<file path="src/common/mem_map_pkg.sv">
package mem_map_pkg;

	// bus and bank geometry
	localparam int addr_w     = 16;
	localparam int data_w     = 8;
	localparam int vram_aw    = 13;
	localparam int wram_aw    = 12;
	localparam int hram_aw    = 7;
	localparam int hram_depth = 127;	// FF80 to FFFE as FFFF is IE
	localparam int wram_banks = 8;

	// address windows
	typedef enum logic [3:0] {
		rgn_cart,
		rgn_vram,
		rgn_ext_ram,
		rgn_wram0,
		rgn_wramx,
		rgn_echo,
		rgn_oam,
		rgn_io,
		rgn_hram,
		rgn_ie
	} region_t;

	// special registers inside the io window
	typedef enum logic [1:0] {
		io_none,
		io_if,
		io_vbk,
		io_svbk
	} io_reg_t;

	localparam logic [addr_w-1:0] addr_if   = 16'hff0f;
	localparam logic [addr_w-1:0] addr_vbk  = 16'hff4f;
	localparam logic [addr_w-1:0] addr_svbk = 16'hff70;
	localparam logic [addr_w-1:0] addr_ie   = 16'hffff;

	localparam logic [data_w-1:0] if_reset = 8'h01;	// v-blank pending out of reset
	localparam logic [data_w-1:0] open_bus = 8'hff;
	localparam int num_int = 5;

endpackage

</file>
<file path="src/verilog/bank_regs.sv">
`timescale 1ns/1ns

module bank_regs (
	input  logic                             core_clk,
	input  logic                             reset_n,
	input  mem_map_pkg::io_reg_t             io_sel,
	input  logic                             bus_write,
	input  logic [mem_map_pkg::data_w-1:0]   data_in,
	output logic                             vram_bank,
	output logic [2:0]                       wram_bank,
	output logic [mem_map_pkg::data_w-1:0]   vbk_q,
	output logic [mem_map_pkg::data_w-1:0]   svbk_q
);
	import mem_map_pkg::*;

	logic vbk;
	logic [2:0] svbk;

	always_ff @(posedge core_clk or negedge reset_n) begin
		if (!reset_n) begin
			vbk <= 1'b0;
			svbk <= 3'd0;
		end else if (bus_write) begin
			if (io_sel == io_vbk) vbk <= data_in[0];
			if (io_sel == io_svbk) svbk <= data_in[2:0];
		end
	end

	assign vram_bank = vbk;
	assign wram_bank = (svbk == 3'd0) ? 3'd1 : svbk;	// svbk 0 aliases bank 1

	assign vbk_q  = {{(data_w-1){1'b0}}, vbk};
	assign svbk_q = {{(data_w-3){1'b0}}, svbk};

endmodule

</file>
<file path="config.mk">
export PLATFORM = sky130hd
export DESIGN_NAME = bank_regs
export DESIGN_NICKNAME = d
export VERILOG_FILES = /design/src/common/mem_map_pkg.sv /design/src/verilog/bank_regs.sv
export SDC_FILE = /design/constraint.sdc
export NUM_CORES = 1
export LEC_CHECK = 0
export BUFFER_PORTS_ARGS = -buffer_cell sky130_fd_sc_hd__buf_4
export CORE_AREA = 2 2 39 41
export CTS_BUF_LIST = sky130_fd_sc_hd__clkbuf_16
export CTS_CLUSTER_SIZE = 12
export DETAILED_ROUTE_END_ITERATION = 8
export DIE_AREA = 0 0 41 43
export REMOVE_ABC_BUFFERS = 1
export SKIP_CTS_REPAIR_TIMING = 1
export SKIP_LAST_GASP = 1
export SYNTH_ARGS = -nofsm -noshare
export SYNTH_HDL_FRONTEND = slang
export SYNTH_SLANG_ARGS = --single-unit
</file>
<file path="constraint.sdc">
create_clock -name core_clk -period 1.6 [get_ports core_clk]
set_input_delay 0 -clock core_clk [delete_from_list [all_inputs] [get_ports core_clk]]
set_output_delay 0 -clock core_clk [all_outputs]
set_load 0.02 [all_outputs]
</file>
Word-level counts from Yosys, hierarchy flattened --
Cells that the tools add are included.
Word-level totals: bits in registers 4, latch bits 0, bits in writable memories 0, bits in read-only memories 0, input bits 13, output and inout port bits 20, logic and storage cells 8, memories 0
Operators by class: add/sub/neg operators 0, multipliers 0, divide/modulo/power cells 0, magnitude comparators 0, equality and inequality tests 2, shift-type cells 0, muxes and demuxes 1, bitwise logic cells 0, reduce and logical (&&, ||, !) cells 3
Operator list (number):
- == test 2 bit, second input constant | 2
- AND reduction 2 bit | 2
- zero test 3 bit | 1
- 2-to-1 mux 3 bit | 1

Longest topological paths before layout --
Gate-level depths: netlist of run 1.
depth after elaboration 2, gate-level depth with buffers 2, mapped depth without buffers 2

Worst setup path before layout of run 1 --
OpenSTA, ideal clock, no wires.
kind flip-flop to flip-flop, start register svbk[1] (netlist name), end register svbk[1], library setup time 0.128 ns, arrival time 0.754 ns, required time 1.472 ns, path slack 0.719 ns, stages on the path, launching flop included 2, buffers on the path 0, clock period less this slack 0.881 ns, cells stage by stage dfrtp_1 mux2_1
RTL lines:
- to (signal assigned) | line bank_regs.sv:25 | if (io_sel == io_svbk) svbk <= data_in[2:0];
- to (decl) | line bank_regs.sv:17 | logic [2:0] svbk;

Final worst setup path of run 1 --
start register svbk[1], end output wram_bank[0]
On the way: word-level cells in the longest chain between the ends 2
Ends and longest elaborated chain:
- zero test 3 bit | line bank_regs.sv:30 | assign wram_bank = (svbk == 3'd0) ? 3'd1 : svbk;
- 2-to-1 mux 3 bit | line bank_regs.sv:30
- to (decl) | line bank_regs.sv:10 | output logic [2:0] wram_bank,
Every way passes these cells.

==> impl_metrics.toml, run 1 <==
[setup_path]
path_max_fanout = 4
crit_arrival_ps = 920
startpoint_type = "flop"
required_ps = 1600
critPathSlowestCell = "dfrtp_1"
crit_family = "flip-flops"
max_stage_delay_ps = 390
path_buf_inv = 1
crit_type = "flop to output pin"
end_kind = "output pin"
worstPathCellList = "o21bai_1 > buf_4"

[timing]
fin_crit_sh_pct = 57.2
period_needed_ps = 915
final.setup.tns_ps = 0
max_freq_mhz = 1090
clock_skew_ps = 0
rsz0062_at_grt = "no"
setup-violations-final = 0
holdWs_ps = 1.89
drv_slew = 0
finalHoldViolCount = 0

[layout]
fin_nets = 57
drive_above_1_share_pct = 47.6
fill_cells = 146
regArea_um2 = 100
multi_input_area_um2 = 119
antenna_cells = 0
areaGrowthSynthToFinish_pct = 54.4

[yosys]
syn-cell-area_um2 = 283
synth_cells = 27
synth_cell_types = 9
syn-mean-instance-area_um2 = 10.5
yosysSeqAreaShare_pct = 35.4
yosys_warnings = 0
ys_ff_latch = 4

[power]
swShare_pct = 26.2
comb_power_share_pct = 26.0
irDropWorstVdd_v = 0.000375
pwr-share-seq_pct = 19.6
powerDensity_nw_per_um2 = 1610
intPower_mw = 0.519
clockPowerShare_pct = 54.4
leakagePower_nw = 0.228
p_sw_mw = 0.185

[clock_network]
clock-root-buffer = "clkbuf_16"
clock_latency_ps = 220
clockBufferDepth = 2
clk_pin_slew_ps = 30
htree_num_levels = 1
numCtsBuffers = 3
cts.sinks = 4
cts_tree = "done"

[run]
cap_violations = 0

[global_routing]
overflow = 0
track_usage_pct = 6.34
antenna_found_initial = 0
grt_pass1_wl_um = 648
grt_max_degree = 5
grt_pass1_vias = 185

[floorplan]
core_area_um2 = 1380
die-area_um2 = 1760
die_h_um = 43
die_x_um = 41
rows = 14
io_pins = 33
start_util_pct = 20.4

[place]
place_congestion = 0.503
port_buffers = 15
dpl.hpwl_um = 388

[drt]
dr.first_iter.drc_count = 2
route.vias.total = 203
totalWireLength_um = 496
drt_first_pass_iters = 2
drc_errors = 0
via_per_inst = 3.50
wl_per_cell_um = 8.55
ant_nets = 0

[hold_path]
worstHoldPathType = "primary input to flop"

[outcome]
status = "finished clean"
## sequential cells by signal (all words and copies together), names as in the netlist
name / cells
svbk: 3
vram_bank: 1
## metal layers
metal | routed length [um] | up-vias | track usage (%)
li1 | - | 92 | -
met1 | 134 | 94 | 3.24
met3 | 98 | 0 | 5.24
met5 | 0 | - | 0
met2 | 263 | 17 | 9.69
met4 | 0 | 0 | 8.00
## layout by cell type (no fill, tap or decap)
cell type	instances
o21bai_1	1
nand3b_1	1
mux2_4	1
dfrtp_1	4
buf_4	15
mux2_1	3
conb_1	12
nand3_2	1
clkbuf_16	3
dlygate4sd3_1	1
## worst paths after layout
kind                                      from               endpoint  slack, ps  cells past startpoint
max in group asynchronous              reset_n    svbk[1]$_DFFE_PN0P_       1390                      2
min reg2reg                svbk[0]$_DFFE_PN0P_    svbk[0]$_DFFE_PN0P_        530                      1
min                                 data_in[1]    svbk[1]$_DFFE_PN0P_          2                      2
min in group asynchronous              reset_n  vram_bank$_DFFE_PN0P_        110                      2
max                        svbk[1]$_DFFE_PN0P_           wram_bank[0]        680                      2
max reg2reg                svbk[2]$_DFFE_PN0P_    svbk[2]$_DFFE_PN0P_        780                      1
## synthesized netlist by cell type
library cell / n / area share [%]
mux2_1: 3 / 12
dfrtp_1: 4 / 35
clkbuf_1: 2 / 2.7
o21bai_1: 1 / 2.7
conb_1: 1 / 1.3
nand3b_1: 1 / 2.7
buf_4: 13 / 35
nand3_2: 1 / 3.5
mux2_4: 1 / 5.3
## stage by stage
stage	setup slack [ps]	instances	power, mW	instance area [um2]	util, %
finish	685	58	0.704	437	31.6
global route	633	58	0.737	437	31.6
CTS	677	57	0.714	427	30.8
floorplan	622	23	0.237	219	-
detailed placement	771	54	0.321	352	25.4
global placement	784	54	0.319	352	25.4
## logic make-up after synthesis
group,count (synthesis),synth area share (%)
and+or+nand+nor,2,6.20
other,1,1.33
buffers and inverters,15,37.2
DFF,4,35.4
AOI/OAI and AO/OA,1,2.66
muxes,4,17.3
## power by group through the flow
stage          registers, mW  logic (mW)  clock network, mW
2_1_floorplan          0.180      0.0567                  0
3_3_place_gp           0.138       0.181                  0
3_5_place_dp           0.139       0.181                  0
4_1_cts                0.139       0.183              0.393
5_1_grt                0.141       0.196              0.400
6_report               0.138       0.183              0.383
## layout make-up
| class | count | area share (%) |
|---|---|---|
| Clock buffer | 3 | 17.2 |
| Multi-Input combinational cell | 19 | 27.2 |
| Sequential cell | 4 | 22.9 |
| Tap cell | 16 | 4.58 |
| Timing Repair Buffer | 16 | 28.1 |
No activity file was read; power rests on OpenSTA's default activity.
==> inputs of run 2 (changes only) <==
==> constraint.sdc (replaced) <==
create_clock -name core_clk -period 0.8 [get_ports core_clk]
set_input_delay 0 -clock core_clk [delete_from_list [all_inputs] [get_ports core_clk]]
set_output_delay 0 -clock core_clk [all_outputs]
set_load 0.02 [all_outputs]
==> run 2 against run 1 <==
Effect of this change:
- the run now ends with negative setup slack left
- utilization up 3.8 points
- sequential power is 100% higher
- clock skew unchanged
- critical path depth rose by 1
- largest cell class unchanged
==> impl_metrics.toml, run 2 (synthesized netlist as in run 1, its figures left out) <==
[hold_path]
holdPathEnd = "svbk[2]$_DFFE_PN0P_"
whs_path_depth = 2
min-delay-start = "data_in[2]"
worstHoldPathType = "primary input to flop"

[timing]
final.setup.tns_ps = -676
period_needed_ps = 994
fin_crit_sh_pct = 124
setup-violations-final = 7
setup_ws_ps = -194
drv_slew = 0
max_freq_mhz = 1010
clock_skew_ps = 0
finalHoldViolCount = 0
rsz0062_at_grt = "yes"

[drt]
drc_errors = 0
wl_per_cell_um = 9.21
ant_nets = 0
via_per_inst = 3.36
dr.first_iter.drc_count = 1
totalWireLength_um = 562
drt_first_pass_iters = 2
route.vias.total = 205

[floorplan]
rows = 14
core_area_um2 = 1380
die-area_um2 = 1760
die_x_um = 41
start_util_pct = 20.4
die_h_um = 43
io_pins = 33

[setup_path]
critPathSlowestCell = "dfrtp_1"
end_kind = "output pin"
rr_endpoint = "vram_bank$_DFFE_PN0P_"
worstPathCellList = "buf_6 > o21bai_1 > buf_4"
reg2reg_setup_slack_ps = -10
required_ps = 800
crit_type = "flop to output pin"
r2r_start = "vram_bank$_DFFE_PN0P_"
crit_arrival_ps = 990
max_stage_delay_ps = 380
r2r_cells = 1
path_max_fanout = 2
startpoint_type = "flop"

[layout]
areaGrowthSynthToFinish_pct = 73.0
final_common_cell = "conb_1"
utilization_pct = 35.4
antenna_cells = 0
drive_above_1_share_pct = 53.3
largest_reg_flops = 3
top_register = "svbk"
fin_nets = 60
stdcell_count = 61
final_cell_mix = "conb_1 (12), buf_4 (11), buf_6 (7)"

[power]
total_power_mw = 1.51
powerDensity_nw_per_um2 = 3090
leakagePower_nw = 0.256
irDropWorstVdd_v = 0.000761

[place]
dpl.hpwl_um = 390
place_congestion = 0.512
port_buffers = 15
dp_cells = 56

[clock_network]
numCtsBuffers = 3
htree_num_levels = 1
clockBufferDepth = 2
clock-root-buffer = "clkbuf_16"
clock_latency_ps = 220
cts.sinks = 4
clk_pin_slew_ps = 30
cts_tree = "done"

[outcome]
status = "finished with violations"
violations = "negative setup slack"

[global_routing]
grt_max_degree = 5
track_usage_pct = 6.76
grt_pass1_wl_um = 669
grt_pass1_vias = 174
overflow = 0
antenna_found_initial = 0

[run]
cap_violations = 0
run 2: cell types whose count changed in the layout (fill, tap and decap cells not counted), sizes merged:
cell,before,now
buf,15,18
run 2: routing by layer:
| layer | vias up | wire length (um) | track usage [%] |
|---|---|---|---|
| met5 | - | 0 | 0 |
| met4 | 0 | 0 | 6.00 |
| met3 | 0 | 82 | 4.71 |
| met2 | 17 | 319 | 10.6 |
| met1 | 91 | 160 | 4.90 |
| li1 | 97 | - | - |
run 2: worst max-delay path: cells and delay by family, from the launching register on:
| family | cells | cell delay, ps |
|---|---|---|
| buffers and inverters | 2 | 270 |
| flip-flops | 1 | 380 |
| AO/OA/AOI/OAI | 1 | 120 |
run 2: area by class of cell:
| cell class | instances | area [um2] |
|---|---|---|
| fillers | 139 | 895 |
| repair buffers | 19 | 171 |
| well taps | 16 | 20.0 |
| flip-flops and latches | 4 | 100 |
| clock buffers | 3 | 75.1 |
| multi-input cells | 19 | 123 |
run 2: through the flow:
stage	hold WS [ps]	cell area, um2	setup slack (ps)
floorplan	-296	219	-178
global placement	-203	367	-4.71
detailed placement	-203	367	-3.88
CTS	-432	442	-188
global route	16.8	489	-239
finish	0.632	489	-194
run 2: how the worst max path moves through the flow:
stage / start / endpoint / slack [ps]
3_5_place_dp: svbk[1]$_DFFE_PN0P_ / svbk[1]$_DFFE_PN0P_ / -4
6_report: svbk[2]$_DFFE_PN0P_ / wram_bank[0] / -190
4_1_cts: svbk[2]$_DFFE_PN0P_ / wram_bank[0] / -190
3_3_place_gp: svbk[1]$_DFFE_PN0P_ / svbk[1]$_DFFE_PN0P_ / -5
2_1_floorplan: svbk[1]$_DFFE_PN0P_ / svbk[1]$_DFFE_PN0P_ / -180
5_1_grt: svbk[2]$_DFFE_PN0P_ / wram_bank[0] / -240
run 2: power breakdown:
group	internal [mW]	leakage, nW	total [mW]	switching, mW
sequential	0.243	0.0473	0.276	0.0334
combinational	0.243	0.172	0.475	0.232
clock	0.637	0.0370	0.759	0.122
total	1.12	0.256	1.51	0.388
==> inputs of run 3 (changes only) <==
--- a/config.mk
+++ b/config.mk
@@ -11,7 +11,6 @@
 export CTS_CLUSTER_SIZE = 12
 export DETAILED_ROUTE_END_ITERATION = 8
 export DIE_AREA = 0 0 41 43
-export REMOVE_ABC_BUFFERS = 1
 export SKIP_CTS_REPAIR_TIMING = 1
 export SKIP_LAST_GASP = 1
 export SYNTH_ARGS = -nofsm -noshare
==> constraint.sdc (replaced) <==
create_clock -name core_clk -period 1.2 [get_ports core_clk]
set_input_delay 0 -clock core_clk [delete_from_list [all_inputs] [get_ports core_clk]]
set_output_delay 0 -clock core_clk [all_outputs]
set_load 0.02 [all_outputs]
==> run 3 against run 2 <==
Effect of this change:
- the run ends with negative hold slack left
- critical path depth down 1
- hold slack got worse by 4.1 ps
- global-route usage fell by 0.31 points
- utilization is 3.8 points lower
- first-iteration DRC count rose by 100%
- die area stayed put
- non-clock buffer count down 3
- sequential share of layout area grew 2.5 points
- clock-buffer cell count did not move
- routed wire length decreased by 9.6%
- total power down 37%
==> impl_metrics.toml, run 3 (synthesized netlist as in run 1, its figures left out) <==
[timing]
setup-violations-final = 0
clock_skew_ps = 0
rsz0062_at_grt = "no"
period_needed_ps = 920
max_freq_mhz = 1090
fin_crit_sh_pct = 76.7
finalHoldViolCount = 1
drv_slew = 0
holdWs_ps = -3.52
final.setup.tns_ps = 0

[clock_network]
htree_num_levels = 1
cts_tree = "done"
numCtsBuffers = 3
clock_latency_ps = 220
clockBufferDepth = 2
clk_pin_slew_ps = 30
clock-root-buffer = "clkbuf_16"
cts.sinks = 4

[setup_path]
required_ps = 1200
end_kind = "output pin"
rr_endpoint = "svbk[1]$_DFFE_PN0P_"
startpoint_type = "flop"
worstPathCellList = "o21bai_1 > buf_4"
crit_path_start = "svbk[0]$_DFFE_PN0P_"
path_buf_inv = 1
crit_type = "flop to output pin"
critPathSlowestCell = "dfrtp_1"
crit_arrival_ps = 920
r2r_start = "svbk[1]$_DFFE_PN0P_"
path_max_fanout = 3
reg2reg_setup_slack_ps = 370
r2r_cells = 1
crit_family = "flip-flops"
max_stage_delay_ps = 380

[power]
swShare_pct = 26.6
clockPowerShare_pct = 54.5
irDropWorstVdd_v = 0.000495
leakagePower_nw = 0.228
powerDensity_nw_per_um2 = 2160
intPower_mw = 0.693
p_sw_mw = 0.251
pwr-share-seq_pct = 19.5
comb_power_share_pct = 26.0

[global_routing]
track_usage_pct = 6.45
grt_pass1_wl_um = 634
gr-usage-met2_pct = 8.44
grt_most_used_layer = "met2"
grt_max_degree = 5
grtUsageMet1_pct = 5.21
overflow = 0
antenna_found_initial = 0
met3_usage_pct = 4.71
grt_pass1_vias = 167

[floorplan]
core_area_um2 = 1380
die_h_um = 43
start_util_pct = 20.4
io_pins = 33
rows = 14
die-area_um2 = 1760
die_x_um = 41

[hold_path]
worstHoldPathType = "primary input to flop"
holdPathEnd = "svbk[2]$_DFFE_PN0P_"
min-delay-start = "data_in[2]"
whs_path_depth = 2

[drt]
dr.first_iter.drc_count = 2
drt_first_pass_iters = 2
route.vias.total = 202
via_per_inst = 3.48
drc_errors = 0
totalWireLength_um = 508
ant_nets = 0
wl_per_cell_um = 8.76

[place]
port_buffers = 15
dpl.hpwl_um = 383
place_congestion = 0.494

[layout]
areaGrowthSynthToFinish_pct = 54.4
top_register = "svbk"
drive_above_1_share_pct = 47.6
antenna_cells = 0
final_common_cell = "buf_4"
fin_nets = 57
final_cell_mix = "buf_4 (15), conb_1 (12), dfrtp_1 (4)"
largest_reg_flops = 3

[outcome]
violations = "negative hold slack"
status = "finished with violations"

[run]
cap_violations = 0
run 3: cell count changes in the layout (fill, tap and decap cells not counted), sizes merged:
cell,delta
buf,-3
run 3: metal layers:
| layer | up-vias | wire [um] |
|---|---|---|
| li1 | 91 | - |
| met5 | - | 0 |
| met2 | 18 | 243 |
| met4 | 0 | 0 |
| met1 | 93 | 157 |
| met3 | 0 | 106 |
run 3: worst max path at each step:
stage | slack, ps | cells after the start | to
2_1_floorplan | 320 | 1 | svbk[1]$_DFFE_PN0P_
3_3_place_gp | 390 | 1 | svbk[2]$_DFFE_PN0P_
3_5_place_dp | 370 | 1 | svbk[1]$_DFFE_PN0P_
4_1_cts | 270 | 2 | wram_bank[0]
5_1_grt | 220 | 2 | wram_bank[0]
6_report | 280 | 2 | wram_bank[0]
run 3: power by group through the flow:
stage	Combinational (mW)	Clock, mW	Sequential (mW)
2_1_floorplan	0.148	0	0.214
3_3_place_gp	0.241	0	0.184
3_5_place_dp	0.243	0	0.186
4_1_cts	0.245	0.520	0.186
5_1_grt	0.265	0.529	0.190
6_report	0.245	0.515	0.184
run 3: through the flow:
stage	setup slack [ps]	area [um2]	std cells	total power, mW	util (%)
final	280	437	58	0.944	31.6
after detailed placement	370	352	54	0.429	25.4
after CTS	269	427	57	0.950	30.8
after floorplan	319	324	38	0.363	-
after global placement	390	352	54	0.425	25.4
after global routing	219	437	58	0.984	31.6
run 3: area by class of cell:
| cell class | count | area (um2) |
|---|---|---|
| Multi-Input combinational cell | 19 | 119 |
| Fill cell | 152 | 947 |
| Sequential cell | 4 | 100 |
| Clock buffer | 3 | 75.1 |
| Tap cell | 16 | 20.0 |
| Timing Repair Buffer | 16 | 123 |
